## config.mk

```make
export PLATFORM = sky130hd
export DESIGN_NAME = mshr_top
export DESIGN_NICKNAME = d
export VERILOG_FILES = /design/src/common/coh_pkg.sv /design/src/common/mshr_pkg.sv /design/src/mshr/mshr_entry.sv /design/src/mshr/mshr_search.sv /design/src/mshr/mshr_top.sv
export VERILOG_INCLUDE_DIRS = /design/src /design/src/common
export SDC_FILE = /design/constraint.sdc
export NUM_CORES = 1
export LEC_CHECK = 0
export ABC_AREA = 0
export BUFFER_PORTS_ARGS = -buffer_cell sky130_fd_sc_hd__buf_2
export CAP_MARGIN = 5
export CORE_AREA = 2 2 384 386
export CTS_BUF_LIST = sky130_fd_sc_hd__clkbuf_8
export DETAILED_ROUTE_END_ITERATION = 8
export DIE_AREA = 0 0 386 388
export RECOVER_POWER = 25
export SKIP_CTS_REPAIR_TIMING = 1
export SYNTH_ARGS = -nofsm -noshare
export SYNTH_HDL_FRONTEND = slang
export SYNTH_SLANG_ARGS = --single-unit
```

## constraint.sdc

```tcl
create_clock -name clk -period 3.3 [get_ports clk]
set_input_delay 0.33 -clock clk [delete_from_list [all_inputs] [get_ports clk]]
set_output_delay 0.33 -clock clk [all_outputs]
set_load 0.02 [all_outputs]
```

## src/common/l2_macros.svh

```systemverilog
`ifndef L2_MACROS_SVH
`define L2_MACROS_SVH

// mshr file depth and index width
`define N_MSHR 4
`define MSHR_BITS 2

// line address split
`define TAG_BITS 8
`define SET_BITS 4
`define W_OFF_BITS 2
`define WAY_BITS 2

// data widths, one bit of word mask per word
`define WORDS_PER_LINE 4
`define WORD_BITS 32
`define LINE_BITS (`WORDS_PER_LINE * `WORD_BITS)

`endif

```

## src/common/coh_pkg.sv

```systemverilog
package coh_pkg;

    // transient states kept in an mshr entry
    // SPX_I marks the slot as free
    typedef enum logic [2:0] {
        SPX_I   = 3'd0,
        SPX_IS  = 3'd1,
        SPX_II  = 3'd2,
        SPX_RI  = 3'd3,
        SPX_XR  = 3'd4,
        SPX_XRV = 3'd5,
        SPX_AMO = 3'd6
    } spx_state_t;

    // forwarded coherence messages from the directory
    typedef enum logic [2:0] {
        FWD_INV       = 3'd0,
        FWD_RVK_O     = 3'd1,
        FWD_REQ_S     = 3'd2,
        FWD_REQ_ODATA = 3'd3,
        FWD_REQ_V     = 3'd4
    } fwd_msg_t;

    // operations the controller FSM asks of the mshr file
    typedef enum logic [2:0] {
        MSHR_IDLE       = 3'd0,
        MSHR_LOOKUP     = 3'd1,
        MSHR_PEEK_REQ   = 3'd2,
        MSHR_PEEK_FLUSH = 3'd3,
        MSHR_PEEK_FWD   = 3'd4
    } mshr_op_t;

endpackage

```

## src/common/mshr_pkg.sv

```systemverilog
`include "l2_macros.svh"

package mshr_pkg;

    // cpu request address, byte offset already stripped
    typedef struct packed {
        logic [`TAG_BITS-1:0]   tag;
        logic [`SET_BITS-1:0]   set;
        logic [`W_OFF_BITS-1:0] w_off;
    } req_addr_t;

    // line address used for lookups and forwards
    typedef struct packed {
        logic [`TAG_BITS-1:0] tag;
        logic [`SET_BITS-1:0] set;
    } line_addr_t;

    // write data broadcast to every entry
    typedef struct packed {
        logic [1:0]                cpu_msg;
        logic [`WAY_BITS-1:0]      way;
        logic [`WORD_BITS-1:0]     word;
        coh_pkg::spx_state_t       state;
        logic [`LINE_BITS-1:0]     line;
        logic [`TAG_BITS-1:0]      tag;
        logic [`WORDS_PER_LINE-1:0] word_mask;
    } mshr_wr_t;

    // stored entry, set and w_off come from the request address
    typedef struct packed {
        logic [1:0]                cpu_msg;
        logic [`SET_BITS-1:0]      set;
        logic [`WAY_BITS-1:0]      way;
        logic [`W_OFF_BITS-1:0]    w_off;
        logic [`WORD_BITS-1:0]     word;
        coh_pkg::spx_state_t       state;
        logic [`LINE_BITS-1:0]     line;
        logic [`TAG_BITS-1:0]      tag;
        logic [`WORDS_PER_LINE-1:0] word_mask;
    } mshr_entry_t;

    // per-entry status seen by the search
    typedef struct packed {
        logic valid;
        logic line_match;
        logic set_match;
        logic wr_pending;
        logic fwd_ok;
    } entry_flags_t;

endpackage

```

## src/mshr/mshr_entry.sv

```systemverilog
`timescale 1ns/1ns
`include "l2_macros.svh"

module mshr_entry #(
    parameter int unsigned ENTRY_ID = 0
) (
    input  logic                   clk,
    input  logic                   rst,
    input  logic                   add_entry_i,
    input  logic                   upd_state_i,
    input  logic                   upd_line_i,
    input  logic                   upd_tag_i,
    input  logic                   upd_mask_i,
    input  logic [`MSHR_BITS-1:0]  wr_idx_i,
    input  mshr_pkg::req_addr_t    req_addr_i,
    input  mshr_pkg::mshr_wr_t     wr_data_i,
    input  mshr_pkg::line_addr_t   line_addr_i,
    input  coh_pkg::fwd_msg_t      fwd_msg_i,
    output mshr_pkg::mshr_entry_t  entry_o,
    output mshr_pkg::entry_flags_t flags_o
);
    import coh_pkg::*;

    // own slot number, sized to the index
    localparam logic [`MSHR_BITS-1:0] SLOT = ENTRY_ID[`MSHR_BITS-1:0];

    logic sel;
    logic valid;

    // this slot is the one the registered index points at
    assign sel = (wr_idx_i == SLOT);

    // request payload, only written on add
    always_ff @(posedge clk or negedge rst) begin
        if (!rst) begin
            entry_o.cpu_msg <= '0;
            entry_o.set     <= '0;
            entry_o.way     <= '0;
            entry_o.w_off   <= '0;
            entry_o.word    <= '0;
        end else if (sel && add_entry_i) begin
            entry_o.cpu_msg <= wr_data_i.cpu_msg;
            entry_o.set     <= req_addr_i.set;
            entry_o.way     <= wr_data_i.way;
            entry_o.w_off   <= req_addr_i.w_off;
            entry_o.word    <= wr_data_i.word;
        end
    end

    // state, line, tag and mask each have their own enable
    // add writes all of them at once
    always_ff @(posedge clk or negedge rst) begin
        if (!rst) begin
            entry_o.state     <= SPX_I;
            entry_o.line      <= '0;
            entry_o.tag       <= '0;
            entry_o.word_mask <= '0;
        end else if (sel) begin
            if (add_entry_i || upd_state_i) begin
                entry_o.state <= wr_data_i.state;
            end
            if (add_entry_i || upd_line_i) begin
                entry_o.line <= wr_data_i.line;
            end
            if (add_entry_i || upd_tag_i) begin
                entry_o.tag <= wr_data_i.tag;
            end
            if (add_entry_i || upd_mask_i) begin
                entry_o.word_mask <= wr_data_i.word_mask;
            end
        end
    end

    assign valid = (entry_o.state != SPX_I);

    always_comb begin
        flags_o.valid      = valid;
        flags_o.line_match = valid && (entry_o.tag == line_addr_i.tag)
                             && (entry_o.set == line_addr_i.set);
        flags_o.set_match  = valid && (entry_o.set == req_addr_i.set);
        // waiting for ownership or an atomic
        flags_o.wr_pending = (entry_o.state inside {SPX_XR, SPX_XRV, SPX_AMO});
        // forward may go ahead without a stall
        flags_o.fwd_ok     = 1'b0;
        case (fwd_msg_i)
            FWD_INV: flags_o.fwd_ok = 1'b1;
            FWD_RVK_O, FWD_REQ_S, FWD_REQ_ODATA: flags_o.fwd_ok = (entry_o.state == SPX_RI);
            default: flags_o.fwd_ok = 1'b0;
        endcase
    end

    // a partial update needs a live entry unless add comes with it
    a_upd_live: assert property (@(posedge clk) disable iff (!rst)
        sel && !add_entry_i && (upd_state_i || upd_line_i || upd_tag_i || upd_mask_i)
        |-> valid);

endmodule

```

## src/mshr/mshr_search.sv

```systemverilog
`timescale 1ns/1ns
`include "l2_macros.svh"

module mshr_search (
    input  logic                   clk,
    input  logic                   rst,
    input  coh_pkg::mshr_op_t      op_i,
    input  mshr_pkg::entry_flags_t flags_i [`N_MSHR],
    output logic                   hit_next_o,
    output logic                   hit_o,
    output logic [`MSHR_BITS-1:0]  idx_next_o,
    output logic [`MSHR_BITS-1:0]  idx_o,
    output logic                   set_conflict_set_o,
    output logic                   set_conflict_clr_o,
    output logic                   fwd_stall_set_o,
    output logic                   fwd_stall_clr_o,
    output logic                   fwd_stall_entry_set_o,
    output logic [`MSHR_BITS-1:0]  fwd_stall_entry_o,
    output logic                   write_pending_o
);
    import coh_pkg::*;

    // priority scan, later slots overwrite earlier ones
    always_comb begin
        hit_next_o            = 1'b0;
        idx_next_o            = '0;
        set_conflict_set_o    = 1'b0;
        set_conflict_clr_o    = 1'b0;
        fwd_stall_set_o       = 1'b0;
        fwd_stall_clr_o       = 1'b0;
        fwd_stall_entry_set_o = 1'b0;
        fwd_stall_entry_o     = '0;

        case (op_i)
            MSHR_LOOKUP: begin
                for (int i = 0; i < `N_MSHR; i++) begin
                    if (flags_i[i].line_match) begin
                        hit_next_o = 1'b1;
                        idx_next_o = i[`MSHR_BITS-1:0];
                    end
                end
            end
            MSHR_PEEK_REQ: begin
                // clear unless some valid entry shares the set
                set_conflict_clr_o = 1'b1;
                for (int i = 0; i < `N_MSHR; i++) begin
                    if (!flags_i[i].valid) begin
                        idx_next_o = i[`MSHR_BITS-1:0];
                    end
                    if (flags_i[i].set_match) begin
                        set_conflict_set_o = 1'b1;
                        set_conflict_clr_o = 1'b0;
                    end
                end
            end
            MSHR_PEEK_FLUSH: begin
                // free slot only, no conflict check
                for (int i = 0; i < `N_MSHR; i++) begin
                    if (!flags_i[i].valid) begin
                        idx_next_o = i[`MSHR_BITS-1:0];
                    end
                end
            end
            MSHR_PEEK_FWD: begin
                fwd_stall_clr_o = 1'b1;
                for (int i = 0; i < `N_MSHR; i++) begin
                    if (flags_i[i].line_match) begin
                        hit_next_o = 1'b1;
                        idx_next_o = i[`MSHR_BITS-1:0];
                        // stall on any match the state cannot absorb
                        if (!flags_i[i].fwd_ok) begin
                            fwd_stall_set_o = 1'b1;
                            fwd_stall_clr_o = 1'b0;
                        end
                    end
                end
                // name the entry to wait on
                fwd_stall_entry_set_o = fwd_stall_set_o;
                if (fwd_stall_set_o) begin
                    fwd_stall_entry_o = idx_next_o;
                end
            end
            default: begin
                hit_next_o = 1'b0;
            end
        endcase
    end

    // index and hit hold through idle cycles
    always_ff @(posedge clk or negedge rst) begin
        if (!rst) begin
            idx_o <= '0;
            hit_o <= 1'b0;
        end else if (op_i != MSHR_IDLE) begin
            idx_o <= idx_next_o;
            hit_o <= hit_next_o;
        end
    end

    // ownership or atomic outstanding anywhere
    always_comb begin
        write_pending_o = 1'b0;
        for (int i = 0; i < `N_MSHR; i++) begin
            write_pending_o = write_pending_o | flags_i[i].wr_pending;
        end
    end

    a_pairs_excl: assert property (@(posedge clk) disable iff (!rst)
        !(set_conflict_set_o && set_conflict_clr_o) && !(fwd_stall_set_o && fwd_stall_clr_o));

    // index is fed back as the write select of every entry
    a_idx_known: assert property (@(posedge clk) disable iff (!rst)
        !$isunknown(idx_o));

endmodule

```

## src/mshr/mshr_top.sv

```systemverilog
`timescale 1ns/1ns
`include "l2_macros.svh"

module mshr_top (
    input  logic                  clk,
    input  logic                  rst,
    input  coh_pkg::mshr_op_t     op_i,
    input  coh_pkg::fwd_msg_t     fwd_msg_i,
    input  logic                  add_entry_i,
    input  logic                  upd_state_i,
    input  logic                  upd_line_i,
    input  logic                  upd_tag_i,
    input  logic                  upd_mask_i,
    input  mshr_pkg::req_addr_t   req_addr_i,
    input  mshr_pkg::line_addr_t  line_addr_i,
    input  mshr_pkg::mshr_wr_t    wr_data_i,
    output logic                  hit_next_o,
    output logic                  hit_o,
    output logic [`MSHR_BITS-1:0] idx_next_o,
    output logic [`MSHR_BITS-1:0] idx_o,
    output logic                  set_conflict_set_o,
    output logic                  set_conflict_clr_o,
    output logic                  fwd_stall_set_o,
    output logic                  fwd_stall_clr_o,
    output logic                  fwd_stall_entry_set_o,
    output logic [`MSHR_BITS-1:0] fwd_stall_entry_o,
    output logic                  write_pending_o,
    output mshr_pkg::mshr_entry_t entries_o [`N_MSHR]
);
    import mshr_pkg::*;

    // status of every slot, gathered for the search
    entry_flags_t flags [`N_MSHR];

    // one entry per slot, write index comes back from the search
    for (genvar g = 0; g < `N_MSHR; g++) begin : g_entry
        mshr_entry #(
            .ENTRY_ID(g)
        ) u_entry (
            .clk         (clk),
            .rst         (rst),
            .add_entry_i (add_entry_i),
            .upd_state_i (upd_state_i),
            .upd_line_i  (upd_line_i),
            .upd_tag_i   (upd_tag_i),
            .upd_mask_i  (upd_mask_i),
            .wr_idx_i    (idx_o),
            .req_addr_i  (req_addr_i),
            .wr_data_i   (wr_data_i),
            .line_addr_i (line_addr_i),
            .fwd_msg_i   (fwd_msg_i),
            .entry_o     (entries_o[g]),
            .flags_o     (flags[g])
        );
    end

    mshr_search u_search (
        .clk                   (clk),
        .rst                   (rst),
        .op_i                  (op_i),
        .flags_i               (flags),
        .hit_next_o            (hit_next_o),
        .hit_o                 (hit_o),
        .idx_next_o            (idx_next_o),
        .idx_o                 (idx_o),
        .set_conflict_set_o    (set_conflict_set_o),
        .set_conflict_clr_o    (set_conflict_clr_o),
        .fwd_stall_set_o       (fwd_stall_set_o),
        .fwd_stall_clr_o       (fwd_stall_clr_o),
        .fwd_stall_entry_set_o (fwd_stall_entry_set_o),
        .fwd_stall_entry_o     (fwd_stall_entry_o),
        .write_pending_o       (write_pending_o)
    );

endmodule

```

==> impl_metrics.py, run 1 <==
metrics = {
    "run_status": {
        "status": "finished with violations",
        "violations": "capacitance limit, slew limit",
    },
    "synth": {
        "syn_area_per_cell_um2": 16.4,
        "ys.flop_type": "dfrtp_1",
        "synth-edff-count": 0,
        "ys_types": 38,
        "yosys.area.top_type_share_pct": 65.4,
        "yosys_warnings": 0,
        "synthArstFlopShare_pct": 100,
        "synthesis.nets": 1948,
        "netlist_top_cells_count": "743 x dfrtp_1, 643 x mux2_2, 97 x mux2_1",
        "ys_seq_area_share_pct": 65.4,
        "yosysMostFrequentCell": "dfrtp_1",
        "yosys.area.top_type": "dfrtp_1",
        "syn_inst": 1730,
        "synth_area_um2": 28400,
        "ys_ff_latch": 743,
        "synth_area_leaders": "dfrtp_1 65%, mux2_2 25%, mux2_1 3.8%",
    },
    "worst_setup_path": {
        "crit_chain": "nor3_1 -> nor4_1 -> nand4_1 -> buf_4 -> o22ai_2 -> nor3_4 -> o21a_1 -> buf_2",
        "ff2ff_setup_slack_ns": 0.76,
        "r2r_start": "g_entry[3].u_entry.entry_o[141]",
        "max_stage_delay_ns": 0.50,
        "worstSetupPathType": "flop to output pin",
        "r2r_cells": 9,
        "start_kind": "flop",
        "crit_buf_inv": 2,
        "cp.arrival_ns": 2.91,
        "cp-end-kind": "output pin",
        "required_ns": 2.97,
        "r2r_end": "u_search.hit_o",
        "cp_max_fo": 4,
        "path_delay_family": "simple AND/OR/NAND/NOR gates",
        "crit_slowest_cell": "nor3_1",
    },
    "detailed_routing": {
        "drc": 0,
        "wire_per_inst_um": 20.1,
        "drt_wl_total_um": 102000,
        "vias": 20300,
        "vias_per_cell": 4.02,
        "first_pass_iters": 5,
        "first_iter_violations": 869,
        "ant_nets": 0,
    },
    "timing": {
        "timing.fmax_mhz": 308,
        "fin_crit_sh_pct": 98.3,
        "setup_violations": 0,
        "report.final.slew_viol_count": 69,
        "finClkSkew_ns": 0.0324,
        "setup_ws_ns": 0.0574,
        "finalHoldViolations": 0,
        "finalCriticalPeriod_ns": 3.24,
        "worst_slew_pin_slew_ns": 2.77,
        "max_slew_margin_pct": -84.9,
        "rsz0062_at_grt": "yes",
    },
    "clocking": {
        "h-tree-depth": 4,
        "clk_latency_ns": 0.82,
        "cts_made_buffers": 132,
        "cts_sinks": 743,
        "cts_root_buffer": "clkbuf_8",
        "clkTransAtPathRegs_ns": 0.06,
        "cts_tree": "built",
        "clockBufferDepth": 3,
    },
    "global_routing": {
        "grt_pass1_vias": 20300,
        "grt_max_degree": 92,
        "grt_overflow_total": 0,
        "track_usage_pct": 13.0,
        "grt_pass1_wl_um": 141000,
        "antenna_found_initial": 21,
    },
    "pwr": {
        "pwr_density_cell_nw_per_um2": 1040,
        "peakVddDrop_mv": 0.590,
        "leakage_nw": 19.2,
    },
    "floorplanning": {
        "core_region_area_um2": 145000,
        "die_y_um": 388,
        "ios": 972,
        "rows": 140,
        "die_w_um": 386,
        "die-area_um2": 150000,
        "start_util_pct": 19.6,
    },
    "hold_path": {
        "min_from": "op_i[2]",
        "hold_path.class": "input port to flop",
        "holdPathEnd": "u_search.idx_o[1]",
        "whs_path_depth": 4,
    },
    "finish": {
        "drive_gt1_share_pct": 60.9,
        "area_growth_pct": 43.9,
        "final_nets": 3242,
        "final_util_pct": 28.2,
    },
    "placement": {
        "dp_hpwl_um": 75700,
        "dpl_worst_slack_ns": 0.568,
        "io_buffers": 963,
        "place_congestion": 0.894,
    },
    "job": {
        "maxCapViolations": 1,
    },
}
==> sequential cells by signal, summed over array words and instances, names as in the netlist <==
name                     flops
u_search.idx_o               2
g_entry.u_entry.entry_o    740
u_search.hit_o               1
==> worst min-delay path, stage by stage <==
cell	delay, ns
buf_2	0.20
nor2b_1	0.10
o21ai_0	0.15
nand3_1	0.11
==> worst max path at each step <==
| stage | startpoint | to | slack, ns | cells past startpoint |
|---|---|---|---|---|
| floorplan | g_entry[3].u_entry.entry_o[8] | fwd_stall_set_o | 0.83 | 7 |
| global placement | g_entry[0].u_entry.entry_o[141] | fwd_stall_clr_o | 0.58 | 7 |
| detailed placement | g_entry[1].u_entry.entry_o[141] | fwd_stall_clr_o | 0.57 | 8 |
| CTS | g_entry[1].u_entry.entry_o[141] | fwd_stall_clr_o | -0.37 | 8 |
| global route | g_entry[1].u_entry.entry_o[141] | fwd_stall_clr_o | -0.03 | 9 |
| finish | g_entry[0].u_entry.entry_o[141] | fwd_stall_clr_o | 0.06 | 8 |
==> routing by layer <==
layer | up-vias | share of wire [%] | track usage (%) | wire, um
met5 | - | 0.027 | 0.487 | 27
met4 | 4 | 3.3 | 5.89 | 3390
met3 | 209 | 8.4 | 4.74 | 8570
met2 | 826 | 48 | 20.6 | 48400
met1 | 10500 | 40 | 15.5 | 41100
li1 | 8780 | - | - | -
==> area by class of cell <==
type,instances,area [um^2]
Fill cell,14900,104000
Clock inverter,62,490
Multi-Input combinational cell,907,9640
Timing Repair Buffer,1240,7550
Sequential cell,743,18600
Clock buffer,161,2220
Antenna cell,12,30.0
Tap cell,1917,2400
==> placed cells by master, fill, tap and decap left out, drive strengths merged, types with 4 or more instances in the layout <==
cell type / Yosys / routed
buf: 35 / 1030
dfrtp: 743 / 743
mux2: 740 / 740
dlygate4sd3: 0 / 194
clkbuf: 45 / 177
inv: 0 / 42
xor2: 35 / 35
xnor2: 30 / 30
nor2: 23 / 23
nor3: 17 / 17
clkinv: 0 / 13
diode: 0 / 12
nand2: 9 / 9
nand4: 8 / 8
nor4: 7 / 7
bufinv: 0 / 6
nand2b: 5 / 5
o211ai: 4 / 4
o21ai: 4 / 4
==> stage by stage <==
step                cells  instance area [um^2]  hold WS [ns]  total power (W)  setup TNS, ns
floorplan            1730                 28400        0.0344           0.0261              0
global placement     4602                 36200         0.460           0.0335              0
detailed placement   4602                 36200         0.469           0.0338              0
CTS                  4825                 38900        -0.473           0.0430          -1.88
global route         5038                 40900        0.0235           0.0449        -0.0958
finish               5042                 40900         0.110           0.0427              0
==> kinds of logic (layout without fill, tap and decap cells) <==
kind of cell / Yosys count / count (layout) / share of synthesized area (%)
flip-flops: 743 / 743 / 65.4
multiplexers: 740 / 740 / 29.3
AND/OR/NAND/NOR: 81 / 81 / 1.61
buffers and inverters: 80 / 1463 / 1.17
XOR/XNOR: 65 / 65 / 2.00
AO/OA/AOI/OAI: 21 / 21 / 0.550
other: 0 / 12 / 0
==> report_power, final <==
group	internal [W]	leakage, nW	switching (W)
sequential	0.0133	8.90	0.00231
combinational	0.00723	8.76	0.0109
clock	0.00491	1.52	0.00400
Note: power is estimated with default switching activity, not from simulation.
==> run 2: changes to the inputs <==
--- a/config.mk
+++ b/config.mk
@@ -8,11 +8,11 @@
 export LEC_CHECK = 0
 export ABC_AREA = 0
 export BUFFER_PORTS_ARGS = -buffer_cell sky130_fd_sc_hd__buf_2
-export CAP_MARGIN = 5
 export CORE_AREA = 2 2 384 386
 export CTS_BUF_LIST = sky130_fd_sc_hd__clkbuf_8
 export DETAILED_ROUTE_END_ITERATION = 8
 export DIE_AREA = 0 0 386 388
+export PLACE_DENSITY = 0.36
 export RECOVER_POWER = 25
 export SKIP_CTS_REPAIR_TIMING = 1
 export SYNTH_ARGS = -nofsm -noshare
==> run 2 against run 1 <==
Net effect: the run still ends with capacitance limit, slew limit left; global-route usage increased by 1.4 points; via count decreased by 1.5%; sequential cell count unchanged; core utilization about the same; clock power increased by 3.4%; count of clock-buffer cells in the layout increased by 7; critical path depth decreased by 2; largest power group unchanged; highest routed layer unchanged.
==> impl_metrics.py, run 2 (synthesized netlist as in run 1, its figures left out) <==
metrics = {
    "hold_path": {
        "min_from": "op_i[2]",
        "whs_path_depth": 4,
        "hold_path.class": "input port to flop",
        "holdPathEnd": "u_search.idx_o[1]",
    },
    "worst_setup_path": {
        "start_kind": "flop",
        "max_stage_delay_ns": 0.41,
        "required_ns": 2.97,
        "ff2ff_setup_slack_ns": 0.83,
        "cp_max_fo": 4,
        "cp-end-kind": "output pin",
        "r2r_cells": 7,
        "r2r_start": "g_entry[3].u_entry.entry_o[181]",
        "crit_slowest_cell": "nor4_4",
        "crit_chain": "xnor2_1 -> nand4_1 -> nor4_4 -> a31oi_2 -> a311oi_2 -> buf_4",
        "worstSetupPathType": "flop to output pin",
        "cp.arrival_ns": 2.77,
        "r2r_end": "u_search.hit_o",
    },
    "placement": {
        "placed_cells": 4601,
        "io_buffers": 963,
        "place_congestion": 0.833,
        "dp_hpwl_um": 82600,
    },
    "timing": {
        "worst_slew_pin_slew_ns": 2.03,
        "report.final.slew_viol_count": 190,
        "finalHoldViolations": 0,
        "max_slew_margin_pct": -35.4,
        "hold_ws_ns": 0.0616,
        "fin_crit_sh_pct": 94.0,
        "finalCriticalPeriod_ns": 3.10,
        "setup_violations": 0,
        "rsz0062_at_grt": "no",
        "finClkSkew_ns": 0.0326,
        "timing.fmax_mhz": 322,
    },
    "detailed_routing": {
        "vias": 20000,
        "ant_nets": 0,
        "drc": 0,
        "drt_wl_total_um": 111000,
        "first_pass_iters": 4,
        "wire_per_inst_um": 21.9,
        "vias_per_cell": 3.95,
        "first_iter_violations": 601,
    },
    "finish": {
        "largest_reg_flops": 740,
        "multi_input_area_um2": 9610,
        "final_nets": 3242,
        "register_area_um2": 18600,
        "area_growth_pct": 43.8,
        "final_common_cell": "buf_2",
        "final_util_pct": 28.2,
        "reg_top3": "g_entry.u_entry.entry_o (740), u_search.idx_o (2), u_search.hit_o (1)",
        "final_cell_mix": "961 x buf_2, 742 x dfrtp_1, 643 x mux2_2, 191 x dlygate4sd3_1, 168 x clkbuf_8",
        "top_register": "g_entry.u_entry.entry_o",
        "drive_gt1_share_pct": 60.1,
        "fillers": 15100,
        "final_cells": 5057,
    },
    "floorplanning": {
        "core_region_area_um2": 145000,
        "die_w_um": 386,
        "rows": 140,
        "start_util_pct": 19.6,
        "die-area_um2": 150000,
        "die_y_um": 388,
        "ios": 972,
    },
    "global_routing": {
        "use_met1_pct": 15.3,
        "antenna_found_initial": 8,
        "track_usage_pct": 14.4,
        "grt_most_used_layer": "met2",
        "use_met2_pct": 26.0,
        "grt_max_degree": 81,
        "grt_pass1_wl_um": 157000,
        "grt_overflow_total": 0,
        "grt_pass1_vias": 21300,
        "met3_usage_pct": 4.75,
    },
    "clocking": {
        "cts_tree": "built",
        "h-tree-depth": 4,
        "cts_made_buffers": 144,
        "clkTransAtPathRegs_ns": 0.06,
        "clockBufferDepth": 3,
        "cts_root_buffer": "clkbuf_8",
        "clk_latency_ns": 0.83,
        "cts_sinks": 743,
    },
    "pwr": {
        "leakage_nw": 19.2,
        "power_w": 0.0436,
        "pwr_density_cell_nw_per_um2": 1070,
        "peakVddDrop_mv": 0.530,
    },
    "run_status": {
        "violations": "capacitance limit, slew limit",
        "status": "finished with violations",
    },
    "job": {
        "maxCapViolations": 4,
    },
}
run 2: cell count changes in the layout (fill, tap and decap cells not counted), moves of 5 or more:
cell	delta
buf_4	-16
clkbuf_1	+10
clkbuf_8	+7
inv_1	+25
nor4_2	+5
run 2: how the worst max path moves through the flow:
stage / from / to / slack (ns) / depth (start not counted)
after floorplan: g_entry[3].u_entry.entry_o[8] / fwd_stall_set_o / 0.83 / 7
after global placement: g_entry[0].u_entry.entry_o[141] / fwd_stall_clr_o / 0.74 / 7
after detailed placement: g_entry[0].u_entry.entry_o[141] / fwd_stall_clr_o / 0.78 / 7
after CTS: g_entry[0].u_entry.entry_o[140] / fwd_stall_clr_o / -0.17 / 7
after global routing: g_entry[3].u_entry.entry_o[179] / hit_next_o / 0.01 / 6
final: g_entry[3].u_entry.entry_o[181] / hit_next_o / 0.20 / 6
run 2: routing by layer:
metal  share of wire (%)  up-vias
li1                    -     8787
met1                  37    10400
met2                  53      647
met3                 7.0      183
met4                 2.9        2
met5               0.012        -
run 2: stage by stage:
stage | setup TNS [ns] | instance area, um^2 | worst slack (ns)
after CTS | -0.775 | 39000 | -0.170
after floorplan | 0 | 28400 | 0.832
after global placement | 0 | 36100 | 0.743
after global routing | 0 | 40900 | 0.0114
after detailed placement | 0 | 36100 | 0.783
final | 0 | 40900 | 0.197
run 2: critical path: cells and delay by family (launching register included):
family                 cells  cell delay (ns)
buffers and inverters      1             0.21
flip-flops                 1             0.39
AND/OR/NAND/NOR            2             0.63
AO/OA/AOI/OAI              2             0.48
XOR/XNOR                   1             0.25
run 2: area by class of cell:
type                            count  share of cell area, %
Sequential cell                   743                   45.5
Timing Repair Buffer             1228                   18.1
Antenna cell                       10                 0.0612
Tap cell                         1917                   5.87
Clock buffer                      168                   5.66
Clock inverter                     84                   1.36
Multi-Input combinational cell    907                   23.5
run 2: where the power goes:
group	internal, W	switching [W]
logic	0.00721	0.0114
registers	0.0133	0.00238
clock network	0.00504	0.00417
==> run 3: changes to the inputs <==
==> constraint.sdc (replaced) <==
create_clock -name clk -period 3.6 [get_ports clk]
set_input_delay 0.36 -clock clk [delete_from_list [all_inputs] [get_ports clk]]
set_output_delay 0.36 -clock clk [all_outputs]
set_load 0.02 [all_outputs]
==> run 3 against run 2 <==
Net effect: the run still ends with capacitance limit, slew limit left; via count is 0.26% lower; final area fell by 0.41%; count of clock-buffer cells in the layout grew 7; global-route usage fell by 0.060 points; core utilization decreased by 0.12 points; sequential power decreased by 8%; sequential cell count unchanged; clock power decreased by 11%; cell count shrank 0.47%; first-iteration DRC count is 8.7% lower; clock skew is 0.0065 ns lower; largest cell class unchanged; largest power group unchanged.
==> impl_metrics.py, run 3 (synthesized netlist as in run 1, its figures left out) <==
metrics = {
    "run_status": {
        "status": "finished with violations",
        "violations": "capacitance limit, slew limit",
    },
    "global_routing": {
        "grt_pass1_wl_um": 156000,
        "antenna_found_initial": 6,
        "track_usage_pct": 14.3,
        "grt_max_degree": 90,
        "grt_overflow_total": 0,
        "grt_pass1_vias": 21300,
    },
    "pwr": {
        "leakage_nw": 19.1,
        "peakVddDrop_mv": 0.441,
        "power_w": 0.0396,
        "pwr_density_cell_nw_per_um2": 971,
    },
    "worst_setup_path": {
        "worstSetupPathType": "flop to output pin",
        "r2r_end": "g_entry[1].u_entry.entry_o[76]",
        "critPathLaunch": "g_entry[0].u_entry.entry_o[141]",
        "critical_path_depth": 7,
        "path_delay_family": "simple AND/OR/NAND/NOR gates",
        "required_ns": 3.24,
        "cp_max_fo": 4,
        "cp.arrival_ns": 2.97,
        "ff2ff_setup_slack_ns": 0.93,
        "cp-end-kind": "output pin",
        "r2r_start": "u_search.idx_o[0]",
        "start_kind": "flop",
        "crit_slowest_cell": "nor3_1",
        "endpoint": "fwd_stall_clr_o",
        "crit_buf_inv": 1,
        "crit_chain": "nor3_1 -> nor4_1 -> nand4_1 -> o22ai_1 -> nor3_1 -> o21a_1 -> buf_2",
        "max_stage_delay_ns": 0.51,
        "crit_top_cell": "nor3_1",
        "r2r_cells": 4,
    },
    "clocking": {
        "cts_tree": "built",
        "clockBufferDepth": 3,
        "clkTransAtPathRegs_ns": 0.06,
        "cts_sinks": 743,
        "clk_latency_ns": 0.82,
        "h-tree-depth": 4,
        "cts_root_buffer": "clkbuf_8",
        "cts_made_buffers": 144,
    },
    "detailed_routing": {
        "ant_nets": 0,
        "wire_per_inst_um": 21.9,
        "vias": 19900,
        "drt_wl_total_um": 110000,
        "first_pass_iters": 6,
        "drc": 0,
        "first_iter_violations": 549,
        "vias_per_cell": 3.96,
    },
    "job": {
        "maxCapViolations": 1,
    },
    "floorplanning": {
        "start_util_pct": 19.6,
        "ios": 972,
        "core_region_area_um2": 145000,
        "die_w_um": 386,
        "rows": 140,
        "die-area_um2": 150000,
        "die_y_um": 388,
    },
    "timing": {
        "rsz0062_at_grt": "no",
        "finClkSkew_ns": 0.0261,
        "max_slew_margin_pct": -116,
        "timing.fmax_mhz": 300,
        "report.final.slew_viol_count": 82,
        "finalHoldViolations": 0,
        "finalSetupTns_ns": 0,
        "finalCriticalPeriod_ns": 3.33,
        "worst_slew_pin_slew_ns": 3.24,
        "fin_crit_sh_pct": 92.5,
        "setup_violations": 0,
    },
    "placement": {
        "io_buffers": 963,
        "dp_hpwl_um": 81800,
        "postPlaceCellArea_um2": 36000,
        "place_congestion": 0.824,
    },
    "hold_path": {
        "hold_path.class": "input port to flop",
    },
    "finish": {
        "final_area_um2": 40700,
        "largest_reg_flops": 740,
        "drive_gt1_share_pct": 60.3,
        "final_nets": 3226,
        "final_util_pct": 28.0,
        "final_common_cell": "buf_2",
        "area_growth_pct": 43.2,
        "top_register": "g_entry.u_entry.entry_o",
        "final_cell_mix": "962 x buf_2, 743 x dfrtp_1, 643 x mux2_2, 191 x dlygate4sd3_1, 175 x clkbuf_8",
        "reg_top3": "g_entry.u_entry.entry_o (740), u_search.idx_o (2), u_search.hit_o (1)",
    },
}
run 3: cell types whose count changed in the layout (fill, tap and decap cells not counted), sizes merged, moves of 3 or more:
cell,before,now
diode,10,7
buf,1015,1011
clkinv,12,15
inv,64,51
bufinv,5,1
clkbuf,188,185
run 3: worst min-delay path: cells and delay by family:
family                 cells  cell delay, ns
buffers and inverters      1            0.18
AND/OR/NAND/NOR            3            0.29
run 3: report_power, final:
group	switching (W)	total, W	leakage (nW)	internal (W)
Combinational	0.0104	0.0169	8.62	0.00655
Clock	0.00373	0.00818	1.61	0.00445
Sequential	0.00222	0.0144	8.90	0.0122
run 3: worst min-delay path by stage:
stage | from | end | slack [ns] | cells past startpoint
2_1_floorplan | rst | g_entry[0].u_entry.entry_o[0] | 0.06 | 0
3_3_place_gp | g_entry[2].u_entry.entry_o[133] | g_entry[2].u_entry.entry_o[133] | 0.46 | 1
3_5_place_dp | u_search.hit_o | u_search.hit_o | 0.46 | 1
4_1_cts | rst | g_entry[2].u_entry.entry_o[111] | -0.45 | 1
5_1_grt | upd_state_i | g_entry[3].u_entry.entry_o[141] | 0.01 | 3
6_report | op_i[1] | u_search.idx_o[1] | 0.09 | 4
run 3: area by class of cell:
type | count | area [um^2]
antenna | 7 | 17.5
clock buffer | 175 | 2410
clock inverter | 72 | 370
fill | 15100 | 104000
multi-input combinational | 907 | 9560
sequential | 743 | 18600
tap | 1917 | 2400
timing repair buffer | 1212 | 7370
run 3: metal layers:
layer	global-route usage [%]	vias to the layer above	routed length, um	share of wire (%)
li1	-	8748	-	-
met1	15.4	10300	41200	37
met2	25.3	661	57300	52
met3	4.87	208	7790	7.1
met4	6.09	2	3860	3.5
met5	0	-	8	0.0073
run 3: through the flow:
step           setup WS (ns)  cells  hold slack [ns]
2_1_floorplan           1.10   1730           0.0644
3_3_place_gp           0.845   4588            0.462
3_5_place_dp           0.892   4588            0.465
4_1_cts              -0.0278   4835           -0.451
5_1_grt               0.0147   5029           0.0114
6_report               0.270   5033           0.0913
